File: config.mk
export PLATFORM = sky130hd
export DESIGN_NAME = load_store_unit
export DESIGN_NICKNAME = d
export VERILOG_FILES = /design/src/rtl/rv_isa_pkg.sv /design/src/rtl/mem_bus_pkg.sv /design/src/rtl/load_store_unit.sv
export SDC_FILE = /design/constraint.sdc
export NUM_CORES = 1
export LEC_CHECK = 0
export BUFFER_PORTS_ARGS = -buffer_cell sky130_fd_sc_hd__buf_2
export CAP_MARGIN = 0
export CELL_PAD_IN_SITES_DETAIL_PLACEMENT = 0
export CELL_PAD_IN_SITES_GLOBAL_PLACEMENT = 2
export CORE_MARGIN = 5
export CORE_UTILIZATION = 27
export DETAILED_ROUTE_END_ITERATION = 16
export PLACE_DENSITY_LB_ADDON = 0.1
export SKIP_CTS_REPAIR_TIMING = 1
export SYNTH_ARGS = -nofsm -noshare
export SYNTH_HDL_FRONTEND = slang
export SYNTH_SLANG_ARGS = --single-unit
export TNS_END_PERCENT = 30
File: constraint.sdc
create_clock -name clk -period 2.76 [get_ports clk]
set_input_delay 0.138 -clock clk [delete_from_list [all_inputs] [get_ports clk]]
set_output_delay 0.138 -clock clk [all_outputs]
set_load 0.02 [all_outputs]
File: src/rtl/rv_isa_pkg.sv
////////////////////////////////////////
// RV32I instruction set definitions
// opcode, funct3 and funct7 field codes for the
// supported subset, full-word system encodings
// and the first fetch address
////////////////////////////////////////
package rv_isa_pkg;

	typedef logic [31:0] addr_t;
	typedef logic [31:0] inst_t;
	typedef logic [6:0] opcode_t;

	// major opcodes
	localparam opcode_t OPC_LUI    = 7'b0110111;
	localparam opcode_t OPC_AUIPC  = 7'b0010111;
	localparam opcode_t OPC_JAL    = 7'b1101111;
	localparam opcode_t OPC_JALR   = 7'b1100111;
	localparam opcode_t OPC_BRANCH = 7'b1100011;
	localparam opcode_t OPC_LOAD   = 7'b0000011;
	localparam opcode_t OPC_STORE  = 7'b0100011;
	localparam opcode_t OPC_OP_IMM = 7'b0010011;
	localparam opcode_t OPC_OP     = 7'b0110011;
	localparam opcode_t OPC_SYSTEM = 7'b1110011;

	localparam logic [2:0] F3_JALR = 3'b000;

	// loads and stores
	localparam logic [2:0] F3_LB  = 3'b000;
	localparam logic [2:0] F3_LH  = 3'b001;
	localparam logic [2:0] F3_LW  = 3'b010;
	localparam logic [2:0] F3_LBU = 3'b100;
	localparam logic [2:0] F3_LHU = 3'b101;
	localparam logic [2:0] F3_SB  = 3'b000;
	localparam logic [2:0] F3_SH  = 3'b001;
	localparam logic [2:0] F3_SW  = 3'b010;

	// immediate operations, srli and srai share funct3
	localparam logic [2:0] F3_ADDI  = 3'b000;
	localparam logic [2:0] F3_SLLI  = 3'b001;
	localparam logic [2:0] F3_SLTI  = 3'b010;
	localparam logic [2:0] F3_SLTIU = 3'b011;
	localparam logic [2:0] F3_XORI  = 3'b100;
	localparam logic [2:0] F3_SRI   = 3'b101;
	localparam logic [2:0] F3_ORI   = 3'b110;
	localparam logic [2:0] F3_ANDI  = 3'b111;
	localparam logic [6:0] F7_BASE  = 7'b0000000;
	localparam logic [6:0] F7_SRA   = 7'b0100000;

	localparam logic [2:0] F3_CSRRW = 3'b001;
	localparam logic [2:0] F3_CSRRS = 3'b010;

	localparam inst_t INST_ECALL  = 32'h0000_0073;
	localparam inst_t INST_EBREAK = 32'h0010_0073;
	localparam inst_t INST_MRET   = 32'h3020_0073;

	localparam addr_t RESET_PC = 32'h0000_0000;

endpackage

File: src/rtl/mem_bus_pkg.sv
////////////////////////////////////////
// memory bus definitions
// request and response channel structs,
// response codes, arbiter owner and the
// fetch state encoding shared with checks
////////////////////////////////////////
package mem_bus_pkg;

	typedef logic [31:0] data_t;

	// memory depth in words
	localparam int MEM_WORDS = 256;
	localparam int MEM_AW    = $clog2(MEM_WORDS);

	typedef logic [1:0] resp_t;
	localparam resp_t RESP_OKAY   = 2'b00;
	localparam resp_t RESP_SLVERR = 2'b10;

	typedef struct packed {
		logic              valid;
		logic              write;
		rv_isa_pkg::addr_t addr;
		data_t             wdata;
	} bus_req_t;

	typedef struct packed {
		logic  valid;
		data_t rdata;
		resp_t resp;
	} bus_rsp_t;

	typedef enum logic {
		OWNER_IFU,
		OWNER_LSU
	} owner_t;

	typedef enum logic [1:0] {
		ADDR,
		LOAD,
		READY,
		FINISH
	} ifu_state_t;

endpackage

File: src/rtl/load_store_unit.sv
////////////////////////////////////////
// single-word load/store unit
// a strobe on req_i starts one bus access,
// done_o pulses once the response is back
////////////////////////////////////////
`timescale 1ns/1ns

module load_store_unit (
	input  logic                  clk,
	input  logic                  rst,
	input  logic                  req_i,
	input  logic                  we_i,
	input  rv_isa_pkg::addr_t     addr_i,
	input  mem_bus_pkg::data_t    wdata_i,
	output mem_bus_pkg::bus_req_t bus_req_o,
	input  logic                  bus_ready_i,
	input  mem_bus_pkg::bus_rsp_t bus_rsp_i,
	output logic                  bus_rsp_ready_o,
	output logic                  done_o,
	output mem_bus_pkg::data_t    rdata_o,
	output logic                  err_o
);

	logic busy_q;
	logic req_valid_q;
	logic done_q;
	logic err_q;
	logic op_write_q;
	rv_isa_pkg::addr_t op_addr_q;
	mem_bus_pkg::data_t op_wdata_q;
	mem_bus_pkg::data_t rdata_q;
	logic start;
	logic rsp_fire;

	// strobes while busy are dropped
	assign start = req_i & ~busy_q;
	assign rsp_fire = busy_q & bus_rsp_i.valid;
	assign bus_rsp_ready_o = busy_q;

	always_comb begin
		bus_req_o.valid = req_valid_q;
		bus_req_o.write = op_write_q;
		bus_req_o.addr = op_addr_q;
		bus_req_o.wdata = op_wdata_q;
	end

	always_ff @(posedge clk) begin
		if (rst) begin
			busy_q <= 1'b0;
			req_valid_q <= 1'b0;
			done_q <= 1'b0;
			err_q <= 1'b0;
		end else begin
			done_q <= 1'b0;
			if (start) begin
				busy_q <= 1'b1;
				req_valid_q <= 1'b1;
			end else if (req_valid_q && bus_ready_i) begin
				req_valid_q <= 1'b0;
			end else if (rsp_fire) begin
				busy_q <= 1'b0;
				done_q <= 1'b1;
				err_q <= (bus_rsp_i.resp == mem_bus_pkg::RESP_SLVERR);
			end
		end
	end

	always_ff @(posedge clk) begin
		if (start) begin
			op_write_q <= we_i;
			op_addr_q <= addr_i;
			op_wdata_q <= wdata_i;
		end
		if (rsp_fire && !op_write_q)
			rdata_q <= bus_rsp_i.rdata;
	end

	assign done_o = done_q;
	assign rdata_o = rdata_q;
	assign err_o = err_q;

endmodule

==> results.py <==
metrics = {
    "critical_path": {
        "crit_path_end_kind": "register",
        "worst-path-buf-inv": 1,
        "rr_worst_depth": 3,
        "critPathSlowestCell": "dfxtp_1",
        "crit_family": "flip-flops",
        "cp.required_ns": 2.75,
        "crit_arrival_ns": 1.25,
        "crit_type": "reg2reg",
        "slowest_delay_ns": 0.37,
        "start_kind": "register",
        "crit_path_start": "bus_rsp_ready_o$_SDFFE_PP0P_",
        "worstReg2RegEnd": "rdata_o[23]$_DFFE_PP_",
        "crit_fanout": 32,
        "path_cells": "nand2_2, nor2_2, buf_4",
        "rrSetupSlack_ns": 1.49,
        "r2r_start": "bus_rsp_ready_o$_SDFFE_PP0P_",
    },
    "place": {
        "routabilityCongestion": 0.703,
        "io_buffers": 204,
        "dpl_cell_area_sq_um": 4300,
    },
    "floorplanning": {
        "fp.dieH_microns": 117,
        "fp.dieW_microns": 117,
        "dieArea_sq_um": 13700,
        "std_cell_rows": 39,
        "io_pins": 205,
        "core-area_sq_um": 11300,
        "start_util_pct": 27.2,
    },
    "cells_and_area": {
        "n_antenna_cell": 0,
        "final_common_cell": "buf_2",
        "drive_above_1_share_pct": 50.5,
        "final_cell_mix": "buf_2 (204), dlygate4sd3_1 (97), edfxtp_1 (97)",
        "final_area_sq_um": 5550,
        "syn_to_final_growth_pct": 79.9,
        "num-nets-final": 533,
        "fin_util_pct": 49.0,
    },
    "run": {
        "maxCapViolations": 0,
    },
    "synth": {
        "synth_sequential_area_ratio_pct": 97.1,
        "ys_seq_elements": 101,
        "synth_cell_types": 12,
        "syn_nets": 221,
        "syn_area_sq_um": 3080,
        "syn_inst": 117,
        "syn-mean-instance-area_sq_um": 26.4,
        "synth_warnings": 0,
    },
    "timing": {
        "finalHoldViolCount": 0,
        "rsz0062_at_grt": "no",
        "layout_min_cycle_time_ns": 1.27,
        "setup_violations": 0,
        "setup-tns-final_ns": 0,
        "tightest_slew_ns": 0.397,
        "fin_worst_skew_ns": 0.00353,
        "timing.fmax_ghz": 0.789,
        "drv_slew": 0,
        "hold_slack_ns": 0.0262,
        "finalCritPeriodShare_pct": 45.9,
        "max_slew_margin_pct": 73.5,
    },
    "cts": {
        "cts-root-buf": "clkbuf_16",
        "cts_tree": "done",
        "h-tree-depth": 3,
        "path_clk_slew_ns": 0.06,
        "cts_buffers": 9,
        "cts_sinks": 101,
        "clock_latency_ns": 0.33,
        "cts_max_path_buffers": 2,
    },
    "power": {
        "power_density_nw_per_um2": 606,
        "vdd_ir_drop_max_uv": 259,
        "leakage_nw": 2.33,
    },
    "route": {
        "num_vias": 2225,
        "drc": 0,
        "wl_per_cell_microns": 14.2,
        "postRouteAntennaNets": 0,
        "first_pass_iters": 4,
        "first_iter_violations": 74,
        "via_per_inst": 3.86,
        "drt-total-wl_mm": 8.20,
    },
    "worst_hold_path": {
        "hold_depth": 2,
        "hold_path.class": "in2reg",
        "worstHoldStart": "rst",
        "holdPathEnd": "err_o$_SDFFE_PP0P_",
    },
    "grt": {
        "overflow": 0,
        "grt_antenna_before_repair": 0,
        "grt_use_total_pct": 10.2,
        "grt_pass1_wl_mm": 10.1,
        "grt_start_max_net_pins": 67,
        "first_global_vias": 1902,
    },
    "status": {
        "outcome": "completed",
    },
}
==> flip-flops by register name (all words and copies together) (netlist names) <==
name,count
bus_rsp_ready_o,1
done_o,1
err_o,1
op_addr_q,32
op_wdata_q,32
op_write_q,1
rdata_o,32
req_valid_q,1
==> worst max path at each step <==
stage | end | slack [ns] | depth (start not counted)
3_3_place_gp | rdata_o[12]$_DFFE_PP_ | 1.49 | 3
6_report | rdata_o[23]$_DFFE_PP_ | 1.49 | 3
5_1_grt | rdata_o[31]$_DFFE_PP_ | 1.39 | 3
3_5_place_dp | rdata_o[12]$_DFFE_PP_ | 1.48 | 3
2_1_floorplan | rdata_o[0]$_DFFE_PP_ | 0.39 | 2
4_1_cts | rdata_o[12]$_DFFE_PP_ | 1.48 | 3
==> routing by layer <==
layer | global-route usage [%] | wire, microns | up-vias
li1 | - | - | 1088
met1 | 10.9 | 3110 | 990
met2 | 15.1 | 3660 | 137
met3 | 6.99 | 1280 | 10
met4 | 5.89 | 147 | 0
met5 | 0 | 0 | -
==> cell type report <==
type                            count  area (sq um)
Clock buffer                       14           244
Clock inverter                      2          33.8
Fill cell                        1005          5770
Inverter                            1          3.75
Multi-Input combinational cell     13          73.8
Sequential cell                   101          2990
Tap cell                          143           179
Timing Repair Buffer              303          2020
==> power breakdown <==
group | internal (mW) | switching, mW | total (mW)
clock | 0.702 | 0.485 | 1.19
combinational | 0.193 | 0.196 | 0.389
sequential | 1.77 | 0.0167 | 1.79
total | 2.66 | 0.697 | 3.36
==> cells by family after synthesis <==
kind of cell,after synthesis,synth area share (%)
and+or+nand+nor,10,1.83
DFF,101,97.1
buffers and inverters,3,0.609
AOI/OAI and AO/OA,3,0.487
==> cell usage after synthesis <==
master | count | area, sq um
buf_4 | 2 | 15.0
and2_1 | 1 | 6.26
edfxtp_1 | 97 | 2910
o21ai_0 | 1 | 5.00
nand2_2 | 1 | 6.26
inv_1 | 1 | 3.75
dfxtp_1 | 4 | 80.1
nor3_1 | 2 | 10.0
a21oi_1 | 2 | 10.0
and2b_2 | 1 | 8.76
nor2_1 | 4 | 15.0
or4b_1 | 1 | 10.0
==> through the flow <==
| step | power (mW) | setup WS (ns) | std cells |
|---|---|---|---|
| after floorplan | 1.95 | 0.390 | 117 |
| after global placement | 2.10 | 1.49 | 464 |
| after detailed placement | 2.10 | 1.48 | 464 |
| after CTS | 3.31 | 1.48 | 480 |
| after global routing | 3.52 | 1.39 | 577 |
| final | 3.36 | 1.49 | 577 |
Power figures use the tool's default switching activity.
