## src/rtl/rv_isa_pkg.sv

```systemverilog
////////////////////////////////////////
// RV32I instruction set definitions
// opcode, funct3 and funct7 field codes for the
// supported subset, full-word system encodings
// and the first fetch address
////////////////////////////////////////
package rv_isa_pkg;

	typedef logic [31:0] addr_t;
	typedef logic [31:0] inst_t;
	typedef logic [6:0] opcode_t;

	// major opcodes
	localparam opcode_t OPC_LUI    = 7'b0110111;
	localparam opcode_t OPC_AUIPC  = 7'b0010111;
	localparam opcode_t OPC_JAL    = 7'b1101111;
	localparam opcode_t OPC_JALR   = 7'b1100111;
	localparam opcode_t OPC_BRANCH = 7'b1100011;
	localparam opcode_t OPC_LOAD   = 7'b0000011;
	localparam opcode_t OPC_STORE  = 7'b0100011;
	localparam opcode_t OPC_OP_IMM = 7'b0010011;
	localparam opcode_t OPC_OP     = 7'b0110011;
	localparam opcode_t OPC_SYSTEM = 7'b1110011;

	localparam logic [2:0] F3_JALR = 3'b000;

	// loads and stores
	localparam logic [2:0] F3_LB  = 3'b000;
	localparam logic [2:0] F3_LH  = 3'b001;
	localparam logic [2:0] F3_LW  = 3'b010;
	localparam logic [2:0] F3_LBU = 3'b100;
	localparam logic [2:0] F3_LHU = 3'b101;
	localparam logic [2:0] F3_SB  = 3'b000;
	localparam logic [2:0] F3_SH  = 3'b001;
	localparam logic [2:0] F3_SW  = 3'b010;

	// immediate operations, srli and srai share funct3
	localparam logic [2:0] F3_ADDI  = 3'b000;
	localparam logic [2:0] F3_SLLI  = 3'b001;
	localparam logic [2:0] F3_SLTI  = 3'b010;
	localparam logic [2:0] F3_SLTIU = 3'b011;
	localparam logic [2:0] F3_XORI  = 3'b100;
	localparam logic [2:0] F3_SRI   = 3'b101;
	localparam logic [2:0] F3_ORI   = 3'b110;
	localparam logic [2:0] F3_ANDI  = 3'b111;
	localparam logic [6:0] F7_BASE  = 7'b0000000;
	localparam logic [6:0] F7_SRA   = 7'b0100000;

	localparam logic [2:0] F3_CSRRW = 3'b001;
	localparam logic [2:0] F3_CSRRS = 3'b010;

	localparam inst_t INST_ECALL  = 32'h0000_0073;
	localparam inst_t INST_EBREAK = 32'h0010_0073;
	localparam inst_t INST_MRET   = 32'h3020_0073;

	localparam addr_t RESET_PC = 32'h0000_0000;

endpackage

```

## src/rtl/mem_bus_pkg.sv

```systemverilog
////////////////////////////////////////
// memory bus definitions
// request and response channel structs,
// response codes, arbiter owner and the
// fetch state encoding shared with checks
////////////////////////////////////////
package mem_bus_pkg;

	typedef logic [31:0] data_t;

	// memory depth in words
	localparam int MEM_WORDS = 256;
	localparam int MEM_AW    = $clog2(MEM_WORDS);

	typedef logic [1:0] resp_t;
	localparam resp_t RESP_OKAY   = 2'b00;
	localparam resp_t RESP_SLVERR = 2'b10;

	typedef struct packed {
		logic              valid;
		logic              write;
		rv_isa_pkg::addr_t addr;
		data_t             wdata;
	} bus_req_t;

	typedef struct packed {
		logic  valid;
		data_t rdata;
		resp_t resp;
	} bus_rsp_t;

	typedef enum logic {
		OWNER_IFU,
		OWNER_LSU
	} owner_t;

	typedef enum logic [1:0] {
		ADDR,
		LOAD,
		READY,
		FINISH
	} ifu_state_t;

endpackage

```

## src/rtl/bus_arbiter.sv

```systemverilog
////////////////////////////////////////
// two-master round-robin bus arbiter
// grants while idle, then stays locked to the
// owner until its response handshake is done
////////////////////////////////////////
`timescale 1ns/1ns

module bus_arbiter (
	input  logic                  clk,
	input  logic                  rst,
	input  mem_bus_pkg::bus_req_t ifu_req_i,
	output logic                  ifu_ready_o,
	output mem_bus_pkg::bus_rsp_t ifu_rsp_o,
	input  logic                  ifu_rsp_ready_i,
	input  mem_bus_pkg::bus_req_t lsu_req_i,
	output logic                  lsu_ready_o,
	output mem_bus_pkg::bus_rsp_t lsu_rsp_o,
	input  logic                  lsu_rsp_ready_i,
	output mem_bus_pkg::bus_req_t mem_req_o,
	input  logic                  mem_ready_i,
	input  mem_bus_pkg::bus_rsp_t mem_rsp_i,
	output logic                  mem_rsp_ready_o
);

	logic locked_q;
	// current owner while locked, last grant while idle
	mem_bus_pkg::owner_t owner_q;
	mem_bus_pkg::owner_t sel;
	mem_bus_pkg::bus_req_t sel_req;
	logic owner_rsp_ready;
	logic grant_fire;
	logic rsp_done;

	always_comb begin
		if (ifu_req_i.valid && lsu_req_i.valid)
			sel = (owner_q == mem_bus_pkg::OWNER_IFU) ? mem_bus_pkg::OWNER_LSU :
				mem_bus_pkg::OWNER_IFU;
		else if (lsu_req_i.valid)
			sel = mem_bus_pkg::OWNER_LSU;
		else
			sel = mem_bus_pkg::OWNER_IFU;
	end

	assign sel_req = (sel == mem_bus_pkg::OWNER_IFU) ? ifu_req_i : lsu_req_i;

	always_comb begin
		mem_req_o = sel_req;
		if (locked_q)
			mem_req_o.valid = 1'b0;
	end

	assign ifu_ready_o = ~locked_q & (sel == mem_bus_pkg::OWNER_IFU) & mem_ready_i;
	assign lsu_ready_o = ~locked_q & (sel == mem_bus_pkg::OWNER_LSU) & mem_ready_i;
	assign grant_fire = ~locked_q & sel_req.valid & mem_ready_i;

	// response path goes to the owner only
	assign owner_rsp_ready = (owner_q == mem_bus_pkg::OWNER_IFU) ? ifu_rsp_ready_i :
		lsu_rsp_ready_i;
	assign mem_rsp_ready_o = locked_q & owner_rsp_ready;
	assign rsp_done = locked_q & mem_rsp_i.valid & owner_rsp_ready;

	always_comb begin
		ifu_rsp_o = mem_rsp_i;
		lsu_rsp_o = mem_rsp_i;
		ifu_rsp_o.valid = mem_rsp_i.valid & locked_q & (owner_q == mem_bus_pkg::OWNER_IFU);
		lsu_rsp_o.valid = mem_rsp_i.valid & locked_q & (owner_q == mem_bus_pkg::OWNER_LSU);
	end

	always_ff @(posedge clk) begin
		if (rst) begin
			locked_q <= 1'b0;
			// fetch wins the first tie
			owner_q <= mem_bus_pkg::OWNER_LSU;
		end else if (grant_fire) begin
			locked_q <= 1'b1;
			owner_q <= sel;
		end else if (rsp_done) begin
			locked_q <= 1'b0;
		end
	end

endmodule

```

## config.mk

```make
export PLATFORM = sky130hd
export DESIGN_NAME = bus_arbiter
export DESIGN_NICKNAME = d
export VERILOG_FILES = /design/src/rtl/rv_isa_pkg.sv /design/src/rtl/mem_bus_pkg.sv /design/src/rtl/bus_arbiter.sv
export SDC_FILE = /design/constraint.sdc
export NUM_CORES = 1
export LEC_CHECK = 0
export BUFFER_PORTS_ARGS = -buffer_cell sky130_fd_sc_hd__buf_2
export CORE_AREA = 2 2 121 123
export CTS_CLUSTER_DIAMETER = 200
export CTS_CLUSTER_SIZE = 28
export DETAILED_ROUTE_END_ITERATION = 6
export DIE_AREA = 0 0 123 125
export HOLD_SLACK_MARGIN = 0.12
export PLACE_DENSITY = 0.45
export REMOVE_ABC_BUFFERS = 1
export SKIP_CTS_REPAIR_TIMING = 1
export SYNTH_ARGS = -nofsm -noshare
export SYNTH_HDL_FRONTEND = slang
export SYNTH_SLANG_ARGS = --single-unit
```

## constraint.sdc

```tcl
create_clock -name clk -period 1.9 [get_ports clk]
set_input_delay 0.285 -clock clk [delete_from_list [all_inputs] [get_ports clk]]
set_output_delay 0.285 -clock clk [all_outputs]
set_load 0.02 [all_outputs]
```

==> results.yml <==
floorplan:
  dieArea_mm2: 0.0154
  chipHeight_um: 125
  die_width_um: 123
  effective_utilization_at_floorplan: 0.110
  number_of_cell_rows: 44
  coreArea_mm2: 0.0142
  ioPinCount: 311
global_routing:
  vias_in_the_first_global_route: 1786
  global_route_wire_length_before_repair_mm: 12.4
  grt_use_total: 0.118
  largest_net_degree_at_the_start_of_global_routing: 35
  grt_remaining_overflow: 0
  number_of_antenna_violations_at_the_first_check_in_global_routing: 0
clock_tree:
  clk-insertion-delay-late_ps: 220
  clock_tree.htree_level_count: 1
  cts_sinks: 2
  cts.path.max_buffers: 2
  path_clk_slew_ps: 30
  tritoncts: "built"
  cts_inserted_buffers: 3
  clock-root-buffer: "sky130_fd_sc_hd__clkbuf_16"
setup_path:
  cp.arrival_ps: 1570
  worstReg2RegEnd: "locked_q"
  crit_path_cell_trace: "nand2_2 > and2_4 > buf_12 > clkbuf_16 > mux2_2 > buf_2"
  r2r.worst_path.cells: 4
  endpoint_kind: "output port"
  critPathKind: "flop to output port"
  rr_startpoint: "owner_q"
  worst_ep_required_time_ps: 1620
  crit_path_max_incr_delay_ps: 340
  maximum_fanout_count_along_the_critical_path: 8
  worst-r2r-setup-slack_ps: 840
  timing.critical_path.from_type: "flop"
  cp_slowest_cell: "sky130_fd_sc_hd__dfxtp_4"
drt:
  drt_pass1_iterations: 4
  route.detailed.drc: 0
  drt-vias-per-instance: 3.78
  drtAntennaViolNets: 0
  detail_route.wl_per_cell_um: 22.8
  drt-total-wl_mm: 11.3
  detailedRoute.firstIterationViolations: 43
  detailroute.via_count: 1873
power:
  power.ir.vdd_worst_mv: 0.315
  cellPowerDensity_mw_per_mm2: 431
  leakagePower_nw: 1.44
  finalPower_mw: 1.15
yosys:
  ys_seq_area_frac: 0.0256
  synthDistinctLibCells: 18
  syn_area_mm2: 0.00156
  post_synth.cell_area_avg_um2: 9.65
  synthesis.yosys.warnings: 0
  postSynthCellCount: 162
  flip_flop_and_latch_count_after_synthesis: 2
place:
  numPortBuffers: 208
  place_congestion: 0.719
  dp.cells: 480
  place.detailed.hpwl_mm: 9.25
sta:
  finalSetupTns_ps: 0
  final-setup-viol-count: 0
  skew_ps: 0.219
  highest_attainable_clock_frequency_mhz: 538
  final-max-slew-violation-count: 0
  finalCritPeriodShare: 0.978
  fin_crit_ps: 1860
  slew_headroom: 0.882
  timing_hold_violations_final: 0
  finalHoldWorstSlack_ps: 250
  tightestPinTransition_ps: 172
min_path:
  whs_path_depth: 2
  timing.hold.worst.class: "input pin to flop"
  hold_path_startpoint: "rst"
  hold_path_end: "locked_q"
finish:
  layout-drive-gt1-share: 0.942
  fillers: 1591
  mostFrequentLayoutCell: "sky130_fd_sc_hd__buf_2"
  multi_input_area_um2: 937
  seqCellArea_um2: 43.8
  area_growth_pct: 71.3
  antenna_cells: 0
  most-common-layout-cells: "192 x sky130_fd_sc_hd__buf_2, 37 x sky130_fd_sc_hd__mux2_2, 28 x sky130_fd_sc_hd__mux2_4"
  total_nets_final: 485
  final_cells: 495
run_status:
  status: "completed"
flow_run:
  cap_viol_max_count: 0
[registers in the layout (all words and copies together) (netlist names)]
signal    flops
locked_q      1
owner_q       1
[power by group]
part / internal [mW] / switching (mW)
Clock: 0.267 / 0.0427
Combinational: 0.430 / 0.365
Sequential: 0.0454 / 0.00383
[layout make-up]
cell class / instances / area share
inverters: 1 / 0.00140
multi-input cells: 83 / 0.350
well taps: 184 / 0.0860
flip-flops and latches: 2 / 0.0164
repair buffers: 222 / 0.518
clock buffers: 3 / 0.0280
[cell families (layout without fill, tap and decap cells)]
group                  Yosys count  count (layout)  share of synthesized area
AOI/OAI and AO/OA                4               4                     0.0168
buffers and inverters           77             226                      0.375
DFF                              2               2                     0.0256
muxes                           66              66                      0.542
and+or+nand+nor                 13              13                     0.0408
[synthesized netlist by cell type]
| cell type | instances | share of area |
|---|---|---|
| sky130_fd_sc_hd__a211oi_1 | 1 | 0.0048 |
| sky130_fd_sc_hd__o21ai_0 | 1 | 0.0032 |
| sky130_fd_sc_hd__buf_6 | 5 | 0.036 |
| sky130_fd_sc_hd__nor2_1 | 7 | 0.017 |
| sky130_fd_sc_hd__nand2_1 | 1 | 0.0024 |
| sky130_fd_sc_hd__mux2_4 | 28 | 0.27 |
| sky130_fd_sc_hd__mux2_2 | 37 | 0.27 |
| sky130_fd_sc_hd__nand2b_1 | 1 | 0.0040 |
| sky130_fd_sc_hd__and2_4 | 1 | 0.0056 |
| sky130_fd_sc_hd__buf_4 | 68 | 0.33 |
| sky130_fd_sc_hd__a31oi_1 | 1 | 0.0040 |
| sky130_fd_sc_hd__o21bai_1 | 1 | 0.0048 |
| sky130_fd_sc_hd__dfxtp_1 | 2 | 0.026 |
| sky130_fd_sc_hd__mux2i_1 | 1 | 0.0064 |
| sky130_fd_sc_hd__and3_1 | 2 | 0.0080 |
| sky130_fd_sc_hd__buf_2 | 3 | 0.0096 |
| sky130_fd_sc_hd__inv_1 | 1 | 0.0024 |
| sky130_fd_sc_hd__nand2_2 | 1 | 0.0040 |
[layer usage]
metal	vias up	track usage	wire (µm)	part of all wire
met5	-	0.0822	129	0.011
met4	4	0.00602	26	0.0023
met3	8	0.133	2600	0.23
met2	260	0.221	5760	0.51
met1	815	0.0713	2770	0.25
li1	786	-	-	-
[how the worst max path moves through the flow]
stage                     to  cells past startpoint          start
4_1_cts        mem_req_o[11]                      5        owner_q
3_3_place_gp   mem_req_o[11]                      6  ifu_req_i[65]
2_1_floorplan   mem_req_o[0]                      3        owner_q
3_5_place_dp   mem_req_o[11]                      6  ifu_req_i[65]
6_report       mem_req_o[10]                      6        owner_q
5_1_grt        mem_req_o[34]                      6        owner_q
[per-stage QoR]
step	utilization	instance area, µm²	setup WS (ps)
after floorplan	-	981	87.6
after global placement	0.161	2290	194
after detailed placement	0.161	2290	172
after CTS	0.167	2370	-33.7
after global routing	0.189	2680	-1.71
final	0.189	2680	41.2
[critical path, delay by kind of cell, from the launching register on]
family | cells | cell delay (ps)
buffers and inverters | 3 | 440
DFF | 1 | 340
muxes | 1 | 330
and+or+nand+nor | 2 | 250
Power figures use the tool's default switching activity.
