$ cat src/rtl/rv_isa_pkg.sv
////////////////////////////////////////
// RV32I instruction set definitions
// opcode, funct3 and funct7 field codes for the
// supported subset, full-word system encodings
// and the first fetch address
////////////////////////////////////////
package rv_isa_pkg;

	typedef logic [31:0] addr_t;
	typedef logic [31:0] inst_t;
	typedef logic [6:0] opcode_t;

	// major opcodes
	localparam opcode_t OPC_LUI    = 7'b0110111;
	localparam opcode_t OPC_AUIPC  = 7'b0010111;
	localparam opcode_t OPC_JAL    = 7'b1101111;
	localparam opcode_t OPC_JALR   = 7'b1100111;
	localparam opcode_t OPC_BRANCH = 7'b1100011;
	localparam opcode_t OPC_LOAD   = 7'b0000011;
	localparam opcode_t OPC_STORE  = 7'b0100011;
	localparam opcode_t OPC_OP_IMM = 7'b0010011;
	localparam opcode_t OPC_OP     = 7'b0110011;
	localparam opcode_t OPC_SYSTEM = 7'b1110011;

	localparam logic [2:0] F3_JALR = 3'b000;

	// loads and stores
	localparam logic [2:0] F3_LB  = 3'b000;
	localparam logic [2:0] F3_LH  = 3'b001;
	localparam logic [2:0] F3_LW  = 3'b010;
	localparam logic [2:0] F3_LBU = 3'b100;
	localparam logic [2:0] F3_LHU = 3'b101;
	localparam logic [2:0] F3_SB  = 3'b000;
	localparam logic [2:0] F3_SH  = 3'b001;
	localparam logic [2:0] F3_SW  = 3'b010;

	// immediate operations, srli and srai share funct3
	localparam logic [2:0] F3_ADDI  = 3'b000;
	localparam logic [2:0] F3_SLLI  = 3'b001;
	localparam logic [2:0] F3_SLTI  = 3'b010;
	localparam logic [2:0] F3_SLTIU = 3'b011;
	localparam logic [2:0] F3_XORI  = 3'b100;
	localparam logic [2:0] F3_SRI   = 3'b101;
	localparam logic [2:0] F3_ORI   = 3'b110;
	localparam logic [2:0] F3_ANDI  = 3'b111;
	localparam logic [6:0] F7_BASE  = 7'b0000000;
	localparam logic [6:0] F7_SRA   = 7'b0100000;

	localparam logic [2:0] F3_CSRRW = 3'b001;
	localparam logic [2:0] F3_CSRRS = 3'b010;

	localparam inst_t INST_ECALL  = 32'h0000_0073;
	localparam inst_t INST_EBREAK = 32'h0010_0073;
	localparam inst_t INST_MRET   = 32'h3020_0073;

	localparam addr_t RESET_PC = 32'h0000_0000;

endpackage

$ cat src/rtl/mem_bus_pkg.sv
////////////////////////////////////////
// memory bus definitions
// request and response channel structs,
// response codes, arbiter owner and the
// fetch state encoding shared with checks
////////////////////////////////////////
package mem_bus_pkg;

	typedef logic [31:0] data_t;

	// memory depth in words
	localparam int MEM_WORDS = 256;
	localparam int MEM_AW    = $clog2(MEM_WORDS);

	typedef logic [1:0] resp_t;
	localparam resp_t RESP_OKAY   = 2'b00;
	localparam resp_t RESP_SLVERR = 2'b10;

	typedef struct packed {
		logic              valid;
		logic              write;
		rv_isa_pkg::addr_t addr;
		data_t             wdata;
	} bus_req_t;

	typedef struct packed {
		logic  valid;
		data_t rdata;
		resp_t resp;
	} bus_rsp_t;

	typedef enum logic {
		OWNER_IFU,
		OWNER_LSU
	} owner_t;

	typedef enum logic [1:0] {
		ADDR,
		LOAD,
		READY,
		FINISH
	} ifu_state_t;

endpackage

$ cat src/rtl/inst_legal_chk.sv
////////////////////////////////////////
// legality check of one instruction word
// against the supported RV32I subset
// purely combinational, high means illegal
////////////////////////////////////////
`timescale 1ns/1ns

module inst_legal_chk (
	input  rv_isa_pkg::inst_t inst_i,
	output logic              illegal_o
);

	rv_isa_pkg::opcode_t opcode;
	logic [2:0] funct3;
	logic [6:0] funct7;
	logic legal;

	assign opcode = inst_i[6:0];
	assign funct3 = inst_i[14:12];
	assign funct7 = inst_i[31:25];

	always_comb begin
		legal = 1'b0;
		case (opcode)
			rv_isa_pkg::OPC_LUI,
			rv_isa_pkg::OPC_AUIPC,
			rv_isa_pkg::OPC_JAL,
			rv_isa_pkg::OPC_BRANCH,
			rv_isa_pkg::OPC_OP: legal = 1'b1;
			rv_isa_pkg::OPC_JALR: legal = (funct3 == rv_isa_pkg::F3_JALR);
			rv_isa_pkg::OPC_LOAD: legal = funct3 inside {rv_isa_pkg::F3_LB, rv_isa_pkg::F3_LH,
				rv_isa_pkg::F3_LW, rv_isa_pkg::F3_LBU, rv_isa_pkg::F3_LHU};
			rv_isa_pkg::OPC_STORE: legal = funct3 inside {rv_isa_pkg::F3_SB,
				rv_isa_pkg::F3_SH, rv_isa_pkg::F3_SW};
			rv_isa_pkg::OPC_OP_IMM: begin
				case (funct3)
					rv_isa_pkg::F3_ADDI,
					rv_isa_pkg::F3_SLTI,
					rv_isa_pkg::F3_SLTIU,
					rv_isa_pkg::F3_XORI,
					rv_isa_pkg::F3_ORI,
					rv_isa_pkg::F3_ANDI: legal = 1'b1;
					// shifts carry funct7 in the upper immediate bits
					rv_isa_pkg::F3_SLLI: legal = (funct7 == rv_isa_pkg::F7_BASE);
					rv_isa_pkg::F3_SRI: legal = (funct7 == rv_isa_pkg::F7_BASE) ||
						(funct7 == rv_isa_pkg::F7_SRA);
					default: legal = 1'b0;
				endcase
			end
			rv_isa_pkg::OPC_SYSTEM: legal = (funct3 == rv_isa_pkg::F3_CSRRW) ||
				(funct3 == rv_isa_pkg::F3_CSRRS) ||
				(inst_i == rv_isa_pkg::INST_ECALL) ||
				(inst_i == rv_isa_pkg::INST_EBREAK) ||
				(inst_i == rv_isa_pkg::INST_MRET);
			default: legal = 1'b0;
		endcase
	end

	assign illegal_o = ~legal;

endmodule

$ cat src/rtl/fetch_unit.sv
////////////////////////////////////////
// instruction fetch unit
// keeps the pc, reads one word per step over
// the memory bus and presents it for a cycle,
// then waits for the core to finish before
// moving on to pc+4 or a redirect target
////////////////////////////////////////
`timescale 1ns/1ns

module fetch_unit (
	input  logic                  clk,
	input  logic                  rst,
	input  logic                  last_finish_i,
	input  logic                  branch_taken_i,
	input  rv_isa_pkg::addr_t     branch_target_i,
	input  logic                  jump_i,
	input  rv_isa_pkg::addr_t     jump_target_i,
	input  logic                  trap_i,
	input  rv_isa_pkg::addr_t     trap_pc_i,
	output mem_bus_pkg::bus_req_t bus_req_o,
	input  logic                  bus_ready_i,
	input  mem_bus_pkg::bus_rsp_t bus_rsp_i,
	output logic                  bus_rsp_ready_o,
	output logic                  inst_valid_o,
	output rv_isa_pkg::inst_t     inst_o,
	output rv_isa_pkg::addr_t     pc_o,
	output logic                  inst_illegal_o,
	output logic                  inst_fault_o
);

	mem_bus_pkg::ifu_state_t state_q;
	mem_bus_pkg::ifu_state_t state_d;
	rv_isa_pkg::addr_t pc_q;
	rv_isa_pkg::addr_t pc_next;
	rv_isa_pkg::addr_t inst_pc_q;
	rv_isa_pkg::inst_t inst_q;
	logic req_valid_q;
	logic inst_valid_q;
	logic fault_q;
	logic word_illegal;
	logic req_fire;
	logic rsp_fire;
	logic rsp_err;

	assign req_fire = req_valid_q & bus_ready_i;
	assign bus_rsp_ready_o = (state_q == mem_bus_pkg::LOAD);
	assign rsp_fire = bus_rsp_i.valid & bus_rsp_ready_o;
	assign rsp_err = (bus_rsp_i.resp == mem_bus_pkg::RESP_SLVERR);

	// read request always targets the current pc
	always_comb begin
		bus_req_o = '0;
		bus_req_o.valid = req_valid_q;
		bus_req_o.addr = pc_q;
	end

	// trap beats jump beats branch
	always_comb begin
		if (trap_i)
			pc_next = trap_pc_i;
		else if (jump_i)
			pc_next = jump_target_i;
		else if (branch_taken_i)
			pc_next = branch_target_i;
		else
			pc_next = pc_q + 32'd4;
	end

	always_comb begin
		case (state_q)
			mem_bus_pkg::ADDR: state_d = req_fire ? mem_bus_pkg::LOAD : mem_bus_pkg::ADDR;
			mem_bus_pkg::LOAD: state_d = rsp_fire ? mem_bus_pkg::READY : mem_bus_pkg::LOAD;
			mem_bus_pkg::READY: state_d = mem_bus_pkg::FINISH;
			mem_bus_pkg::FINISH: state_d = last_finish_i ? mem_bus_pkg::ADDR : mem_bus_pkg::FINISH;
			default: state_d = mem_bus_pkg::ADDR;
		endcase
	end

	always_ff @(posedge clk) begin
		if (rst) begin
			state_q <= mem_bus_pkg::ADDR;
			pc_q <= rv_isa_pkg::RESET_PC;
			req_valid_q <= 1'b0;
			inst_valid_q <= 1'b0;
			fault_q <= 1'b0;
		end else begin
			state_q <= state_d;
			inst_valid_q <= (state_q == mem_bus_pkg::READY);
			if (req_fire)
				req_valid_q <= 1'b0;
			else if (state_q == mem_bus_pkg::ADDR)
				req_valid_q <= 1'b1;
			// next request goes out right after the finish handshake
			if (state_q == mem_bus_pkg::FINISH && last_finish_i) begin
				pc_q <= pc_next;
				req_valid_q <= 1'b1;
			end
			if (rsp_fire)
				fault_q <= rsp_err;
		end
	end

	// captured word and its pc hold until the next capture
	always_ff @(posedge clk) begin
		if (rsp_fire) begin
			inst_q <= rsp_err ? '0 : bus_rsp_i.rdata;
			inst_pc_q <= pc_q;
		end
	end

	inst_legal_chk legal_chk_i (
		.inst_i    (inst_q),
		.illegal_o (word_illegal)
	);

	assign inst_valid_o = inst_valid_q;
	assign inst_o = inst_q;
	assign pc_o = inst_pc_q;
	assign inst_fault_o = fault_q;
	assign inst_illegal_o = word_illegal & ~fault_q;

endmodule

$ cat config.mk
export PLATFORM = sky130hd
export DESIGN_NAME = fetch_unit
export DESIGN_NICKNAME = d
export VERILOG_FILES = /design/src/rtl/rv_isa_pkg.sv /design/src/rtl/mem_bus_pkg.sv /design/src/rtl/inst_legal_chk.sv /design/src/rtl/fetch_unit.sv
export SDC_FILE = /design/constraint.sdc
export NUM_CORES = 1
export LEC_CHECK = 0
export BUFFER_PORTS_ARGS = -buffer_cell sky130_fd_sc_hd__buf_4
export CORE_UTILIZATION = 45
export DETAILED_ROUTE_END_ITERATION = 10
export GPL_ROUTABILITY_DRIVEN = 1
export PLACE_DENSITY = 0.81
export SKIP_LAST_GASP = 1
export SLEW_MARGIN = 20
export SYNTH_ARGS = -nofsm -noshare
export SYNTH_HDL_FRONTEND = slang
export SYNTH_HIERARCHICAL = 1
export SYNTH_SLANG_ARGS = --single-unit
$ cat constraint.sdc
create_clock -name clk -period 4.6 [get_ports clk]
set_input_delay 0.69 -clock clk [delete_from_list [all_inputs] [get_ports clk]]
set_output_delay 0.69 -clock clk [all_outputs]
set_load 0.01 [all_outputs]
==> summary.md <==
| Metric | Value |
|---|---|
| Status | `completed` |
| Synth Instances | `554` |
| CP endpoint kind | `output pin` |
| Data required, critical path | `3910 ps` |
| Remaining Overflow, GRT | `0` |
| CTS Buf Count | `9` |
| Die area | `12,650 um2` |
| Clock Pin Slew Worst Setup and Hold Paths | `70 ps` |
| Final net count | `910` |
| FF+latch count, synth | `101` |
| Final worst-path cycle share | `61.57%` |
| Initial core utilization | `47.10%` |
| CP bufs+invs | `1` |
| Worst hold slack | `477.7 ps` |
| Finish-stage setup viols | `0` |
| IO Count | `272` |
| CP startpoint kind | `flop` |
| Final ANT Viol Nets | `0` |
| Post-CTS setup buffers | `0` |
| Setup Skew | `8.855 ps` |
| Initial antenna violation count | `0` |
| Clock Latency Late Sink | `350 ps` |
| Yosys warning total | `6` |
| Final Core Density | `64.33%` |
| Antenna cells | `0` |
| Crit Path Category | `flop to output pin` |
| Worst Max-Slew Pin Slew | `891.9 ps` |
| Fmax | `353.1 MHz` |
| Setup_tns | `0 ps` |
| Crit path top cell by count | `nor4_1` |
| CP max-delay cell | `nor4_1` |
| Area grow syn2layout | `36.58%` |
| Root buffer cell | `clkbuf_16` |
| Max capacitance violation total | `0` |
| Leak pwr | `3.004 nW` |
| CTS Buffer Depth | `2` |
| Crit path max fanout | `2` |
| Vias in the first global route | `5,201` |
| Slew Viols, Final | `0` |
| CP delay by family, top | `simple AND/OR/NAND/NOR gates` |
| Cell Chain, Critical Path | `nor4_1, a311oi_1, o41ai_1, nor4_1, nor2b_1, buf_4` |
| Pwr Density | `280.0 nW/um2` |
| RePlAce Congestion | `0.8783` |
| Routed wire length | `17,870 um` |
| CTS sink cnt | `101` |
| Top FF cell, synth | `edfxtp_1` |
| # rows | `39` |
| Share of cells above drive strength 1 | `35.57%` |
| Hold_buf cts | `0` |
| TritonCTS clock tree | `built` |
| DR WL/cell | `19.45 um` |
| Height of the die | `112.5 um` |
| Max_slew headroom | `40.54%` |
| Synth Area per Inst | `9.915 um2` |
| DRC Markers | `0` |
| Routed vias/inst | `5.925` |
| Post-synthesis sequential area ratio | `48.47%` |
| CP arrival | `2140 ps` |
| Min-Delay Path Class | `flop to flop` |
| Tot GR Track Use | `27.91%` |
| DRT iter0 DRCs | `595` |
| Largest net degree at the start of global routing | `49` |
| Tmin final | `2832 ps` |
| Final HPWL DP | `13,090 um` |
| Via count | `5,445` |
| H-Tree Depth | `3` |
| CTS resizes | `0` |
| Chip width | `112.5 um` |
| Netlist cell types | `70` |
| # fillers | `949` |
| Asr flop ratio synth | `0%` |
| Drt first pass iters | `5` |
| First-pass GRT wire length | `27,100 um` |
| Core footprint | `11,660 um2` |
| RSZ-0062 raised after global routing | `false` |
| Max rail drop VDD | `0.1774 mV` |
| Post-synth EDFFs | `64` |
| Post-synth design cell area | `5493 um2` |
| Critical Path Max Stage Delay | `510 ps` |
| Buffers added on ports | `238` |
| Final Hold Vio Count | `0` |
[kinds of logic after synthesis]
| logic type | share of synthesized area [%] |
|---|---|
| xor gates and xnor gates | 1.595 |
| muxes | 1.321 |
| AOI/OAI and AO/OA | 18.34 |
| buffers and inverters | 7.562 |
| and+or+nand+nor | 22.42 |
| adders and majority gates | 0.2278 |
| other | 0.06827 |
| DFF | 48.47 |
[placed cells by master (no fill, tap or decap), drive strengths merged, types with 4 or more instances in the layout]
master / n
a221o: 8
dfxtp: 37
clkbuf: 12
nor2: 35
xnor2: 7
o21ai: 27
mux2i: 5
o211ai: 10
nand4: 12
conb: 33
nand3: 15
a31oi: 6
o21a: 4
buf: 241
nor3: 24
a31o: 4
nor4: 17
a211oi: 7
nand2: 38
a221oi: 12
and4: 6
and2: 34
o32ai: 5
edfxtp: 64
nor3b: 4
nand2b: 8
o22ai: 10
o31ai: 4
a21oi: 30
and3: 6
inv: 5
[worst paths after layout]
kind	start	end	slack, ps	depth (start not counted)
setup / recovery	inst_o[25]$_SDFFCE_PP0P_	inst_illegal_o	1770	6
hold / removal	pc_q[1]$_SDFFE_PP0P_	pc_o[1]$_DFFE_PP_	480	0
setup reg to reg	state_q[0]$_SDFF_PP0_	inst_o[10]$_SDFFCE_PP0P_	2410	4
hold reg to reg	pc_q[1]$_SDFFE_PP0P_	pc_o[1]$_DFFE_PP_	480	0
[power breakdown]
group	total, mW	switching (mW)	internal, mW
clock network	0.765	0.330	0.435
logic	0.306	0.152	0.154
registers	1.03	0.0257	1.00
[worst register-to-register path, cell delays in order, from the launching register on]
cell,delay (ps)
dfxtp_1,430
nor2b_1,190
nand2_1,130
inv_2,590
buf_4,500
[layer usage]
layer	up-vias	wire [um]	track usage [%]	share of wire (%)
met4	0	514	12.71	2.9
li1	2483	-	-	-
met1	2575	6836	33.83	38
met5	-	0	0	0
met3	38	1564	5.238	8.8
met2	349	8957	48.24	50
[cell type report]
cell class                      instances  area (um2)  area share, %
Sequential cell                       101        2663          35.49
Multi-Input combinational cell        412        2535          33.79
Timing Repair Buffer                  241        1809          24.12
Clock buffer                           12       246.5          3.286
Tap cell                              143       178.9          2.385
Clock inverter                          4       47.55         0.6338
Inverter                                6       22.52         0.3002
[sequential cells by signal, indices dropped and copies added, names as in the netlist]
| signal | count |
|---|---|
| inst_o | 32 |
| pc_o | 32 |
| pc_q | 32 |
| state_q | 2 |
| inst_fault_o | 1 |
| inst_valid_o | 1 |
| req_valid_q | 1 |
[cells in the mapped netlist, types with 7 or more instances]
| cell | n | area, um2 |
|---|---|---|
| nand2b_1 | 8 | 50.05 |
| nor3_1 | 23 | 115.1 |
| buf_4 | 34 | 255.2 |
| xnor2_1 | 7 | 61.31 |
| nor2_1 | 35 | 131.4 |
| nand3_1 | 14 | 70.07 |
| a21oi_1 | 30 | 150.1 |
| edfxtp_1 | 64 | 1922 |
| and2_1 | 33 | 206.5 |
| nand2_1 | 37 | 138.9 |
| a221o_1 | 8 | 80.08 |
| nor4_1 | 14 | 87.58 |
| dfxtp_1 | 37 | 740.7 |
| o22ai_1 | 10 | 62.56 |
| clkbuf_1 | 23 | 86.33 |
| nand4_1 | 11 | 68.82 |
| o21ai_0 | 27 | 135.1 |
| a211oi_1 | 7 | 52.55 |
| a221oi_1 | 12 | 105.1 |
| o211ai_1 | 10 | 75.07 |
[per-stage QoR]
step | power, mW | setup WS (ps) | std cells | area (um2)
5_1_grt | 2.174 | 1631 | 919 | 7502
3_3_place_gp | 1.345 | 2113 | 903 | 7208
6_report | 2.100 | 1768 | 919 | 7502
3_5_place_dp | 1.353 | 2115 | 903 | 7208
4_1_cts | 2.114 | 1755 | 919 | 7502
2_1_floorplan | 1.195 | 2105 | 586 | 5613
No activity file was read; power rests on OpenSTA's default activity.
